[src/verilog/jh_consts.svh]
`ifndef JH_CONSTS_SVH
`define JH_CONSTS_SVH

// histogram geometry
`define JH_NUM_BINS   200
`define JH_LEVELS     10
`define JH_CI_SCALE   100
`define JH_NI_SCALE   10

// data widths
`define JH_BIN_W      8
`define JH_COUNT_W    16
`define JH_LEVEL_W    4
`define JH_DAT_W      32

// counts stick here
`define JH_COUNT_MAX  65535

// wishbone word addressing, bins below the base
`define JH_ADR_W      9
`define JH_REG_BASE   9'h100

`endif

[src/verilog/jh_pkg.sv]
`include "jh_consts.svh"

package jh_pkg;

  typedef logic [`JH_BIN_W-1:0]   bin_t;
  typedef logic [`JH_COUNT_W-1:0] count_t;
  typedef logic [`JH_LEVEL_W-1:0] level_t;

  // clear sweep runs first after reset
  typedef enum logic {
    ST_CLEAR,
    ST_RUN
  } engine_state_e;

  // register offsets from the register base
  typedef enum logic [1:0] {
    REG_CTRL    = 2'd0,
    REG_STATUS  = 2'd1,
    REG_SAMPLES = 2'd2,
    REG_DROPS   = 2'd3
  } jh_reg_e;

endpackage

[src/verilog/jh_rmw_if.sv]
`timescale 1ns/1ps

interface jh_rmw_if import jh_pkg::*; ();

  // read side, data returns one cycle after rd_en
  logic   rd_en;
  bin_t   rd_addr;
  count_t rd_data;

  // write side
  logic   wr_en;
  bin_t   wr_addr;
  count_t wr_data;

  modport engine (
    output rd_en, rd_addr, wr_en, wr_addr, wr_data,
    input  rd_data
  );

  modport mem (
    input  rd_en, rd_addr, wr_en, wr_addr, wr_data,
    output rd_data
  );

endinterface

[src/verilog/jh_bin_index.sv]
`timescale 1ns/1ps
`include "jh_consts.svh"

module jh_bin_index import jh_pkg::*; (
  input  logic   clk,
  input  logic   rst_n,
  input  logic   sample_valid_i,
  input  logic   ci_i,
  input  level_t ni_i,
  input  level_t rd_i,
  input  logic   clear_i,
  output logic   bin_valid_o,
  output bin_t   bin_o,
  output count_t drop_count_o
);

  logic in_range;
  bin_t ci_term;
  bin_t ni_term;
  bin_t ci_term_q;
  bin_t ni_term_q;
  bin_t rd_term_q;

  assign in_range = (ni_i < `JH_LEVELS) && (rd_i < `JH_LEVELS);

  // ci is one bit, so its weight is all or nothing
  assign ci_term = ci_i ? bin_t'(`JH_CI_SCALE) : '0;
  // ni * 10 as ni * 8 + ni * 2
  assign ni_term = (bin_t'(ni_i) << 3) + (bin_t'(ni_i) << 1);

  always_ff @(posedge clk or negedge rst_n) begin
    if (!rst_n) begin
      bin_valid_o <= 1'b0;
    end else begin
      bin_valid_o <= sample_valid_i & in_range;
    end
  end

  always_ff @(posedge clk) begin
    if (sample_valid_i) begin
      ci_term_q <= ci_term;
      ni_term_q <= ni_term;
      rd_term_q <= bin_t'(rd_i);
    end
  end

  assign bin_o = ci_term_q + ni_term_q + rd_term_q;

  // out-of-range samples, counted even with counting off
  always_ff @(posedge clk or negedge rst_n) begin
    if (!rst_n) begin
      drop_count_o <= '0;
    end else if (clear_i) begin
      drop_count_o <= '0;
    end else if (sample_valid_i && !in_range && drop_count_o != `JH_COUNT_MAX) begin
      drop_count_o <= drop_count_o + 1'b1;
    end
  end

endmodule

[src/verilog/jh_count_engine.sv]
`timescale 1ns/1ps
`include "jh_consts.svh"

module jh_count_engine import jh_pkg::*; (
  input  logic     clk,
  input  logic     rst_n,
  input  logic     bin_valid_i,
  input  bin_t     bin_i,
  input  logic     count_en_i,
  input  logic     clear_start_i,
  jh_rmw_if.engine mem,
  output logic     clearing_o,
  output count_t   sample_count_o
);

  engine_state_e state_q;
  bin_t          clr_idx_q;
  logic          accept;
  logic          wr_valid_q;
  bin_t          wr_bin_q;
  logic          fwd_q;
  count_t        fwd_data_q;
  count_t        base;
  count_t        incr;

  assign clearing_o = (state_q == ST_CLEAR);
  assign accept     = bin_valid_i & count_en_i & ~clearing_o;

  // zero sweep over every bin, then count
  always_ff @(posedge clk or negedge rst_n) begin
    if (!rst_n) begin
      state_q   <= ST_CLEAR;
      clr_idx_q <= '0;
    end else if (clear_start_i) begin
      state_q   <= ST_CLEAR;
      clr_idx_q <= '0;
    end else if (state_q == ST_CLEAR) begin
      if (clr_idx_q == bin_t'(`JH_NUM_BINS - 1)) begin
        state_q   <= ST_RUN;
        clr_idx_q <= '0;
      end else begin
        clr_idx_q <= clr_idx_q + 1'b1;
      end
    end
  end

  // stage 2 is the write stage
  always_ff @(posedge clk or negedge rst_n) begin
    if (!rst_n) begin
      wr_valid_q <= 1'b0;
      fwd_q      <= 1'b0;
    end else begin
      wr_valid_q <= accept;
      // memory returns stale data when a read meets the write of the same bin
      fwd_q      <= accept & wr_valid_q & (bin_i == wr_bin_q);
    end
  end

  always_ff @(posedge clk) begin
    wr_bin_q   <= bin_i;
    fwd_data_q <= incr;
  end

  assign base = fwd_q ? fwd_data_q : mem.rd_data;
  assign incr = (base == `JH_COUNT_MAX) ? base : base + 1'b1;

  assign mem.rd_en   = accept;
  assign mem.rd_addr = bin_i;
  // sweep owns the write port while clearing
  assign mem.wr_en   = clearing_o | wr_valid_q;
  assign mem.wr_addr = clearing_o ? clr_idx_q : wr_bin_q;
  assign mem.wr_data = clearing_o ? '0 : incr;

  always_ff @(posedge clk or negedge rst_n) begin
    if (!rst_n) begin
      sample_count_o <= '0;
    end else if (clearing_o) begin
      sample_count_o <= '0;
    end else if (accept && sample_count_o != `JH_COUNT_MAX) begin
      sample_count_o <= sample_count_o + 1'b1;
    end
  end

endmodule

[src/verilog/jh_bin_mem.sv]
`timescale 1ns/1ps
`include "jh_consts.svh"

module jh_bin_mem #(
  parameter int DEPTH = `JH_NUM_BINS,
  parameter int WIDTH = `JH_COUNT_W
) (
  input  logic                     clk,
  jh_rmw_if.mem                    a,
  input  logic                     b_en_i,
  input  logic [$clog2(DEPTH)-1:0] b_addr_i,
  output logic [WIDTH-1:0]         b_data_o
);

  logic [WIDTH-1:0] mem_q [DEPTH];

  // single write port, owned by the engine
  always_ff @(posedge clk) begin
    if (a.wr_en) begin
      mem_q[a.wr_addr] <= a.wr_data;
    end
  end

  // engine read, old data on a same-address write
  always_ff @(posedge clk) begin
    if (a.rd_en) begin
      a.rd_data <= mem_q[a.rd_addr];
    end
  end

  // host read port, holds its last value
  always_ff @(posedge clk) begin
    if (b_en_i) begin
      b_data_o <= mem_q[b_addr_i];
    end
  end

endmodule

[src/verilog/jh_wb_slave.sv]
`timescale 1ns/1ps
`include "jh_consts.svh"

module jh_wb_slave import jh_pkg::*; (
  input  logic                 clk,
  input  logic                 rst_n,
  input  logic                 wb_cyc_i,
  input  logic                 wb_stb_i,
  input  logic                 wb_we_i,
  input  logic [`JH_ADR_W-1:0] wb_adr_i,
  input  logic [`JH_DAT_W-1:0] wb_dat_i,
  output logic [`JH_DAT_W-1:0] wb_dat_o,
  output logic                 wb_ack_o,
  input  logic                 clearing_i,
  input  count_t               sample_count_i,
  input  count_t               drop_count_i,
  output logic                 b_en_o,
  output bin_t                 b_addr_o,
  input  count_t               b_data_i,
  output logic                 clear_start_o,
  output logic                 count_en_o
);

  logic                 start;
  logic                 ctrl_wr;
  logic                 stg1_q;
  logic                 stg2_q;
  logic [`JH_ADR_W-1:0] adr_q;
  logic [`JH_ADR_W-1:0] reg_off;
  logic                 bin_hit;
  logic                 reg_hit;
  jh_reg_e              reg_sel;
  logic [`JH_DAT_W-1:0] reg_rdata;

  // new request only once the previous one has fully retired
  assign start   = wb_cyc_i & wb_stb_i & ~stg1_q & ~stg2_q & ~wb_ack_o;
  assign ctrl_wr = start & wb_we_i & (wb_adr_i == `JH_REG_BASE + 9'(REG_CTRL));

  // ack sequencer, same latency for bins and registers
  always_ff @(posedge clk or negedge rst_n) begin
    if (!rst_n) begin
      stg1_q   <= 1'b0;
      stg2_q   <= 1'b0;
      wb_ack_o <= 1'b0;
    end else begin
      stg1_q   <= start;
      stg2_q   <= stg1_q;
      wb_ack_o <= stg2_q;
    end
  end

  always_ff @(posedge clk) begin
    if (start) begin
      adr_q <= wb_adr_i;
    end
  end

  // control register, clear bit is self-clearing
  always_ff @(posedge clk or negedge rst_n) begin
    if (!rst_n) begin
      count_en_o    <= 1'b0;
      clear_start_o <= 1'b0;
    end else begin
      clear_start_o <= ctrl_wr & wb_dat_i[0];
      if (ctrl_wr) begin
        count_en_o <= wb_dat_i[1];
      end
    end
  end

  assign reg_off = adr_q - `JH_REG_BASE;
  assign reg_hit = (adr_q >= `JH_REG_BASE) && (reg_off < 4);
  assign reg_sel = jh_reg_e'(reg_off[1:0]);
  // bins 200 to 255 fall through and read zero
  assign bin_hit = (adr_q < `JH_NUM_BINS);

  // bin writes are dropped, only reads touch the memory
  assign b_en_o   = stg1_q & bin_hit;
  assign b_addr_o = adr_q[`JH_BIN_W-1:0];

  always_comb begin
    reg_rdata = '0;
    if (reg_hit) begin
      case (reg_sel)
        REG_CTRL:    reg_rdata = {30'd0, count_en_o, 1'b0};
        REG_STATUS:  reg_rdata = {30'd0, count_en_o, clearing_i};
        REG_SAMPLES: reg_rdata = 32'(sample_count_i);
        REG_DROPS:   reg_rdata = 32'(drop_count_i);
        default:     reg_rdata = '0;
      endcase
    end
  end

  always_ff @(posedge clk) begin
    if (stg2_q) begin
      wb_dat_o <= bin_hit ? 32'(b_data_i) : reg_rdata;
    end
  end

endmodule

[src/verilog/joint_histogram_top.sv]
`timescale 1ns/1ps
`include "jh_consts.svh"

module joint_histogram_top import jh_pkg::*; (
  input  logic                 clk,
  input  logic                 rst_n,
  input  logic                 sample_valid_i,
  input  logic                 ci_i,
  input  level_t               ni_i,
  input  level_t               rd_i,
  input  logic                 wb_cyc_i,
  input  logic                 wb_stb_i,
  input  logic                 wb_we_i,
  input  logic [`JH_ADR_W-1:0] wb_adr_i,
  input  logic [`JH_DAT_W-1:0] wb_dat_i,
  output logic [`JH_DAT_W-1:0] wb_dat_o,
  output logic                 wb_ack_o
);

  logic   bin_valid;
  bin_t   bin;
  logic   clearing;
  logic   count_en;
  logic   clear_start;
  count_t sample_count;
  count_t drop_count;
  logic   b_en;
  bin_t   b_addr;
  count_t b_data;

  jh_rmw_if rmw ();

  jh_bin_index u_bin_index (
    .clk            (clk),
    .rst_n          (rst_n),
    .sample_valid_i (sample_valid_i),
    .ci_i           (ci_i),
    .ni_i           (ni_i),
    .rd_i           (rd_i),
    .clear_i        (clearing),
    .bin_valid_o    (bin_valid),
    .bin_o          (bin),
    .drop_count_o   (drop_count)
  );

  jh_count_engine u_count_engine (
    .clk            (clk),
    .rst_n          (rst_n),
    .bin_valid_i    (bin_valid),
    .bin_i          (bin),
    .count_en_i     (count_en),
    .clear_start_i  (clear_start),
    .mem            (rmw.engine),
    .clearing_o     (clearing),
    .sample_count_o (sample_count)
  );

  jh_bin_mem #(
    .DEPTH (`JH_NUM_BINS),
    .WIDTH (`JH_COUNT_W)
  ) u_bin_mem (
    .clk      (clk),
    .a        (rmw.mem),
    .b_en_i   (b_en),
    .b_addr_i (b_addr),
    .b_data_o (b_data)
  );

  jh_wb_slave u_wb_slave (
    .clk            (clk),
    .rst_n          (rst_n),
    .wb_cyc_i       (wb_cyc_i),
    .wb_stb_i       (wb_stb_i),
    .wb_we_i        (wb_we_i),
    .wb_adr_i       (wb_adr_i),
    .wb_dat_i       (wb_dat_i),
    .wb_dat_o       (wb_dat_o),
    .wb_ack_o       (wb_ack_o),
    .clearing_i     (clearing),
    .sample_count_i (sample_count),
    .drop_count_i   (drop_count),
    .b_en_o         (b_en),
    .b_addr_o       (b_addr),
    .b_data_i       (b_data),
    .clear_start_o  (clear_start),
    .count_en_o     (count_en)
  );

endmodule

[config.mk]
export PLATFORM = sky130hd
export DESIGN_NAME = joint_histogram_top
export DESIGN_NICKNAME = d
export VERILOG_FILES = /design/src/verilog/jh_pkg.sv /design/src/verilog/jh_rmw_if.sv /design/src/verilog/jh_bin_index.sv /design/src/verilog/jh_count_engine.sv /design/src/verilog/jh_bin_mem.sv /design/src/verilog/jh_wb_slave.sv /design/src/verilog/joint_histogram_top.sv
export VERILOG_INCLUDE_DIRS = /design/src /design/src/verilog
export SDC_FILE = /design/constraint.sdc
export NUM_CORES = 2
export LEC_CHECK = 0
export BUFFER_PORTS_ARGS = -buffer_cell sky130_fd_sc_hd__buf_2
export CAP_MARGIN = 10
export CELL_PAD_IN_SITES_DETAIL_PLACEMENT = 1
export CELL_PAD_IN_SITES_GLOBAL_PLACEMENT = 1
export CORE_ASPECT_RATIO = 1.2
export CORE_UTILIZATION = 61
export CTS_CLUSTER_DIAMETER = 80
export DETAILED_ROUTE_END_ITERATION = 12
export PLACE_DENSITY = 0.94
export SETUP_SLACK_MARGIN = 0.2
export SYNTH_ARGS = -nofsm -noshare
export SYNTH_HDL_FRONTEND = slang
export SYNTH_SLANG_ARGS = --single-unit
[constraint.sdc]
create_clock -name clk -period 11.8 [get_ports clk]
set_input_delay 0.59 -clock clk [delete_from_list [all_inputs] [get_ports clk]]
set_output_delay 0.59 -clock clk [all_outputs]
set_load 0.03 [all_outputs]
==> results of run 1 <==
## kinds of logic after synthesis
group,count (synthesis)
buffers and inverters,619
AND/OR/NAND/NOR,944
AO/OA/AOI/OAI,345
XOR/XNOR,54
adder cells (fa/ha/maj),17
other,1
flip-flops,3342
multiplexers,2077
## through the flow
stage | util (%) | setup slack [ns]
after floorplan | - | 5.97
after global placement | 63.4 | 5.77
after detailed placement | 63.4 | 5.60
==> results.md, run 1 <==
- Std-Cell Rows: 202
- Post-Synth Simple-Gate Area: 2.72%
- Die width: 462 um
- Synth warn: 0
- Sequential share of the synthesized area: 64.4%
- Post-Synthesis Cells: 7399
- Area share of the largest cell type after synthesis: 63.3%
- Placer Congestion: 0.970
- IO Pins: 89
- Num Clock Sinks: 3342
- Post-DP HPWL: 346 mm
- Log Error: [ERROR DPL-0033] detailed placement checks failed during check placement.
- Post-synth EDFFs: 3269
- Die height: 554 um
- Seq cells post-synth: 3342
- Post-synthesis mux area share: 28.9%
- FFs w/ async S/R, synth: 1.47%
- Largest family of logic cells by synthesized area: multiplexers
- Fail Step: clock tree synthesis (4_1_cts)
- H-tree lvl count: 5
- Initial Util: 61.4%
- Mean post-synth cell area: 21.0 sq um
- Max clock buf depth: 4
- Area after DPL: 160000 sq um
- CTS Hold Buffers Added: 19
- Outcome: stopped before the end
- Most used flip-flop cell after synthesis: edfxtp_1
- CTS Root Cell: clkbuf_16
- Distinct cell type count after synthesis: 73
- Post-synthesis compound-gate area fraction: 1.49%
- Adder-Cell Fraction of Synth Area: 0.152%
- DP Cell Count: 10591
- Top cells by area, synth: edfxtp_1 (63%), mux4_2 (28%), mux2i_1 (0.90%)
- Largest area contributor in the netlist: edfxtp_1
- Setup repair bufs after CTS: 0
- Synth top cells by count: edfxtp_1 (3269), mux4_2 (1922), nand2_1 (310)
- CTS buffer count: 323
- Syn Std Cell Area: 155000 sq um
- Port bufs: 42
- Count leader, synth: edfxtp_1
- Post-synthesis xor/xnor area fraction: 0.317%
- Post-cts sizing count: 0
==> inputs of run 2 (changes only) <==
--- a/config.mk
+++ b/config.mk
@@ -8,14 +8,9 @@
 export LEC_CHECK = 0
 export BUFFER_PORTS_ARGS = -buffer_cell sky130_fd_sc_hd__buf_2
 export CAP_MARGIN = 10
-export CELL_PAD_IN_SITES_DETAIL_PLACEMENT = 1
-export CELL_PAD_IN_SITES_GLOBAL_PLACEMENT = 1
-export CORE_ASPECT_RATIO = 1.2
-export CORE_UTILIZATION = 61
-export CTS_CLUSTER_DIAMETER = 80
+export CORE_UTILIZATION = 40
 export DETAILED_ROUTE_END_ITERATION = 12
-export PLACE_DENSITY = 0.94
-export SETUP_SLACK_MARGIN = 0.2
+export PLACE_DENSITY_LB_ADDON = 0.15
 export SYNTH_ARGS = -nofsm -noshare
 export SYNTH_HDL_FRONTEND = slang
 export SYNTH_SLANG_ARGS = --single-unit
==> run 2 against run 1 <==
Compared with the run above:
- the run now ends clean
- synthesized area is the same
- synthesized cell count unchanged
==> results.md, run 2 <==
- Outcome: finished, final reports clean
- Period minus WS final: 6.62 ns
- CP endpoint kind: flip-flop
- Iter 0 DRT Violations: 12601
- Worst R2R End: u_bin_mem.a.rd_data[1]
- Crit start category: flip-flop
- R2R Path Start: u_bin_index.ci_term_q[5]
- First-pass GRT wire length: 739 mm
- FFs w/ async S/R, synth: 1.47% (unchanged)
- Setup repair bufs after CTS: 0 (unchanged)
- Vias in the first global route: 86340
- Overall routing resource usage: 27.6%
- Final setup fails: 0
- Vias per cell: 6.61
- Port bufs: 42 (unchanged)
- Distinct cell type count after synthesis: 73 (unchanged)
- Seq cells post-synth: 3342 (unchanged)
- Post-synth EDFFs: 3269 (unchanged)
- Slew HR: 8.43%
- Final Hold Fails: 0
- Worst-Skew Late Latency: 0.98 ns
- Mean post-synth cell area: 21.0 sq um (unchanged)
- Final Cycle Share: 56.1%
- Clock transition at path regs: 0.06 ns
- Routed wire per std cell: 41.7 um
- Max-cap violations: 0
- CTS Hold Buffers Added: 21 (+2)
- Worst Hold Depth: 3
- Cell Pwr Density: 168 nW/um^2
- Area share of the largest cell type after synthesis: 63.3% (unchanged)
- Detailed-route DRC error count: 0
- Count leader, synth: edfxtp_1
- Worst-margin pin slew: 1.34 ns
- Post-Synthesis Cells: 7399 (unchanged)
- Layout Nets: 7619
- Grt ovf: 0
- Largest register FFs: 3200
- Initial Util: 40.2% (-21 points)
- Setup TNS: 0 ns
- Routed Antenna Nets: 0
- Num Clock Sinks: 3342 (unchanged)
- Critical path peak fanout: 39
- WS Path Type: flip-flop to flip-flop
- Hold crit path type: primary input to flip-flop
- H-tree lvl count: 5 (unchanged)
- Final slew viol count: 0
- Sequential share of the synthesized area: 64.4% (unchanged)
- Worst R2R Setup Slack: 5.18 ns
- Std-Cell Rows: 228 (+13%)
- Synth warn: 0 (unchanged)
- IO Pins: 89 (unchanged)
- Final clock skew: 0.0596 ns
- Maximum vdd drop: 0.171 mV
- Largest area contributor in the netlist: edfxtp_1
- Drt pass-1 iters: 8
- R2R cell count: 13
- Share of cells above drive strength 1: 38.5%
- Max clock buf depth: 4 (unchanged)
- Final instance area: 175000 sq um
- Post-cts sizing count: 0 (unchanged)
- Setup ws final: 5.18 ns
- DR vias: 86066
- Unrepaired setup endpoints after global routing: no
- Initial antenna violation count: 36
- Most frequent cells in the layout: edfxtp_1 (3269), mux4_2 (1922), clkbuf_16 (385)
- CTS Root Cell: clkbuf_16
- Hold EP: u_bin_index.bin_valid_o
- Largest net degree at the start of global routing: 111
- Max Fclk: 151 MHz
- Critical Path RT: 12.53 ns
- Leakage: 0.0570 uW
- Die width: 625 um (+35%)
- Die height: 625 um (+13%)
- Hold Startpoint: ni_i[3]
- Full die area: 390000 sq um
- Placer Congestion: 0.943 (-2.7%)
- Final wirelength: 543 mm
- Final Util: 45.3%
- Place WS: 5.30 ns (-0.302 ns)
- Area after DPL: 163000 sq um (+1.5%)
- Post-DP HPWL: 331 mm (-4.5%)
- Worst Path Arrival: 7.35 ns
- Top reg by flops: u_bin_mem.mem_q
- Most used flip-flop cell after synthesis: edfxtp_1
- CTS buffer count: 375 (+16%)
- CTS tree: yes
- Syn Std Cell Area: 155000 sq um (unchanged)
- Layout overhead on the synthesized area: 12.7%
- Top cells by area, synth: edfxtp_1 (63%), mux4_2 (28%), mux2i_1 (0.90%)
- Core Area: 386000 sq um
- Most common cell after layout, fill and taps aside: edfxtp_1
- Synth top cells by count: edfxtp_1 (3269), mux4_2 (1922), nand2_1 (310)
## run 2: cell counts after synthesis
No cell type changed its count.
## run 2: through the flow
stage	hold WS, ns	total power [uW]	instances
after CTS	0.0100	29500	13020
after floorplan	0.294	15700	7414
after detailed placement	0.519	17900	12322
final	0.0649	29400	13025
after global routing	0.0716	30000	13023
after global placement	0.518	17900	12321
## run 2: cells by family (layout without fill, tap and decap cells)
kind of cell,count (synthesis),count (layout),share of synthesized area (%)
DFF,3342,3342,64.4
muxes,2077,2077,28.9
AOI/OAI and AO/OA,345,345,1.49
and+or+nand+nor,944,944,2.72
buffers and inverters,619,1051,2.04
adders and majority gates,17,17,0.152
xor gates and xnor gates,54,54,0.317
other,1,20,0.00242
## run 2: layer usage
layer | up-vias | share of wire [%] | track usage, %
li1 | 32582 | - | -
met1 | 47853 | 40 | 39.0
met2 | 4766 | 46 | 42.5
met3 | 855 | 9.5 | 5.65
met4 | 10 | 4.4 | 10.4
met5 | - | 0.011 | 0
## run 2: worst max-delay path by stage
stage | from | end | depth (start not counted)
floorplan | u_count_engine.fwd_q | u_bin_mem.mem_q[0][11] | 10
global placement | u_bin_index.ci_term_q[5] | u_bin_mem.a.rd_data[1] | 13
detailed placement | u_bin_index.ci_term_q[5] | u_bin_mem.a.rd_data[1] | 13
CTS | u_bin_index.ci_term_q[5] | u_bin_mem.a.rd_data[1] | 13
global route | u_bin_index.ci_term_q[5] | u_bin_mem.a.rd_data[1] | 13
finish | u_bin_index.ci_term_q[5] | u_bin_mem.a.rd_data[1] | 13
## run 2: cell type report
class,count,area [sq um]
timing repair buffer,337,2810
multi-input combinational,3453,53600
fill,32445,211000
sequential,3342,99900
inverter,37,166
tap,5175,6470
clock buffer,457,9920
antenna,4,10.0
clock inverter,220,2010
## run 2: worst max-delay path: stages, from the launching register on
cell and delay, ns:
edfxtp_1 0.39, inv_1 0.08, fa_1 0.48, inv_1 0.07, ha_4 0.18, fa_4 1.29, buf_12 0.47, buf_4 0.64
mux4_2 0.42, mux2i_1 0.59, nor2_1 0.10, o21ai_1 0.69, o311ai_1 0.49, o22a_1 0.32
## run 2: report_power, final
part / internal, uW / switching (uW)
combinational: 1540 / 3230
clock: 6700 / 4930
sequential: 13000 / 37.6
total: 21200 / 8200
No activity file was read; power rests on OpenSTA's default activity.
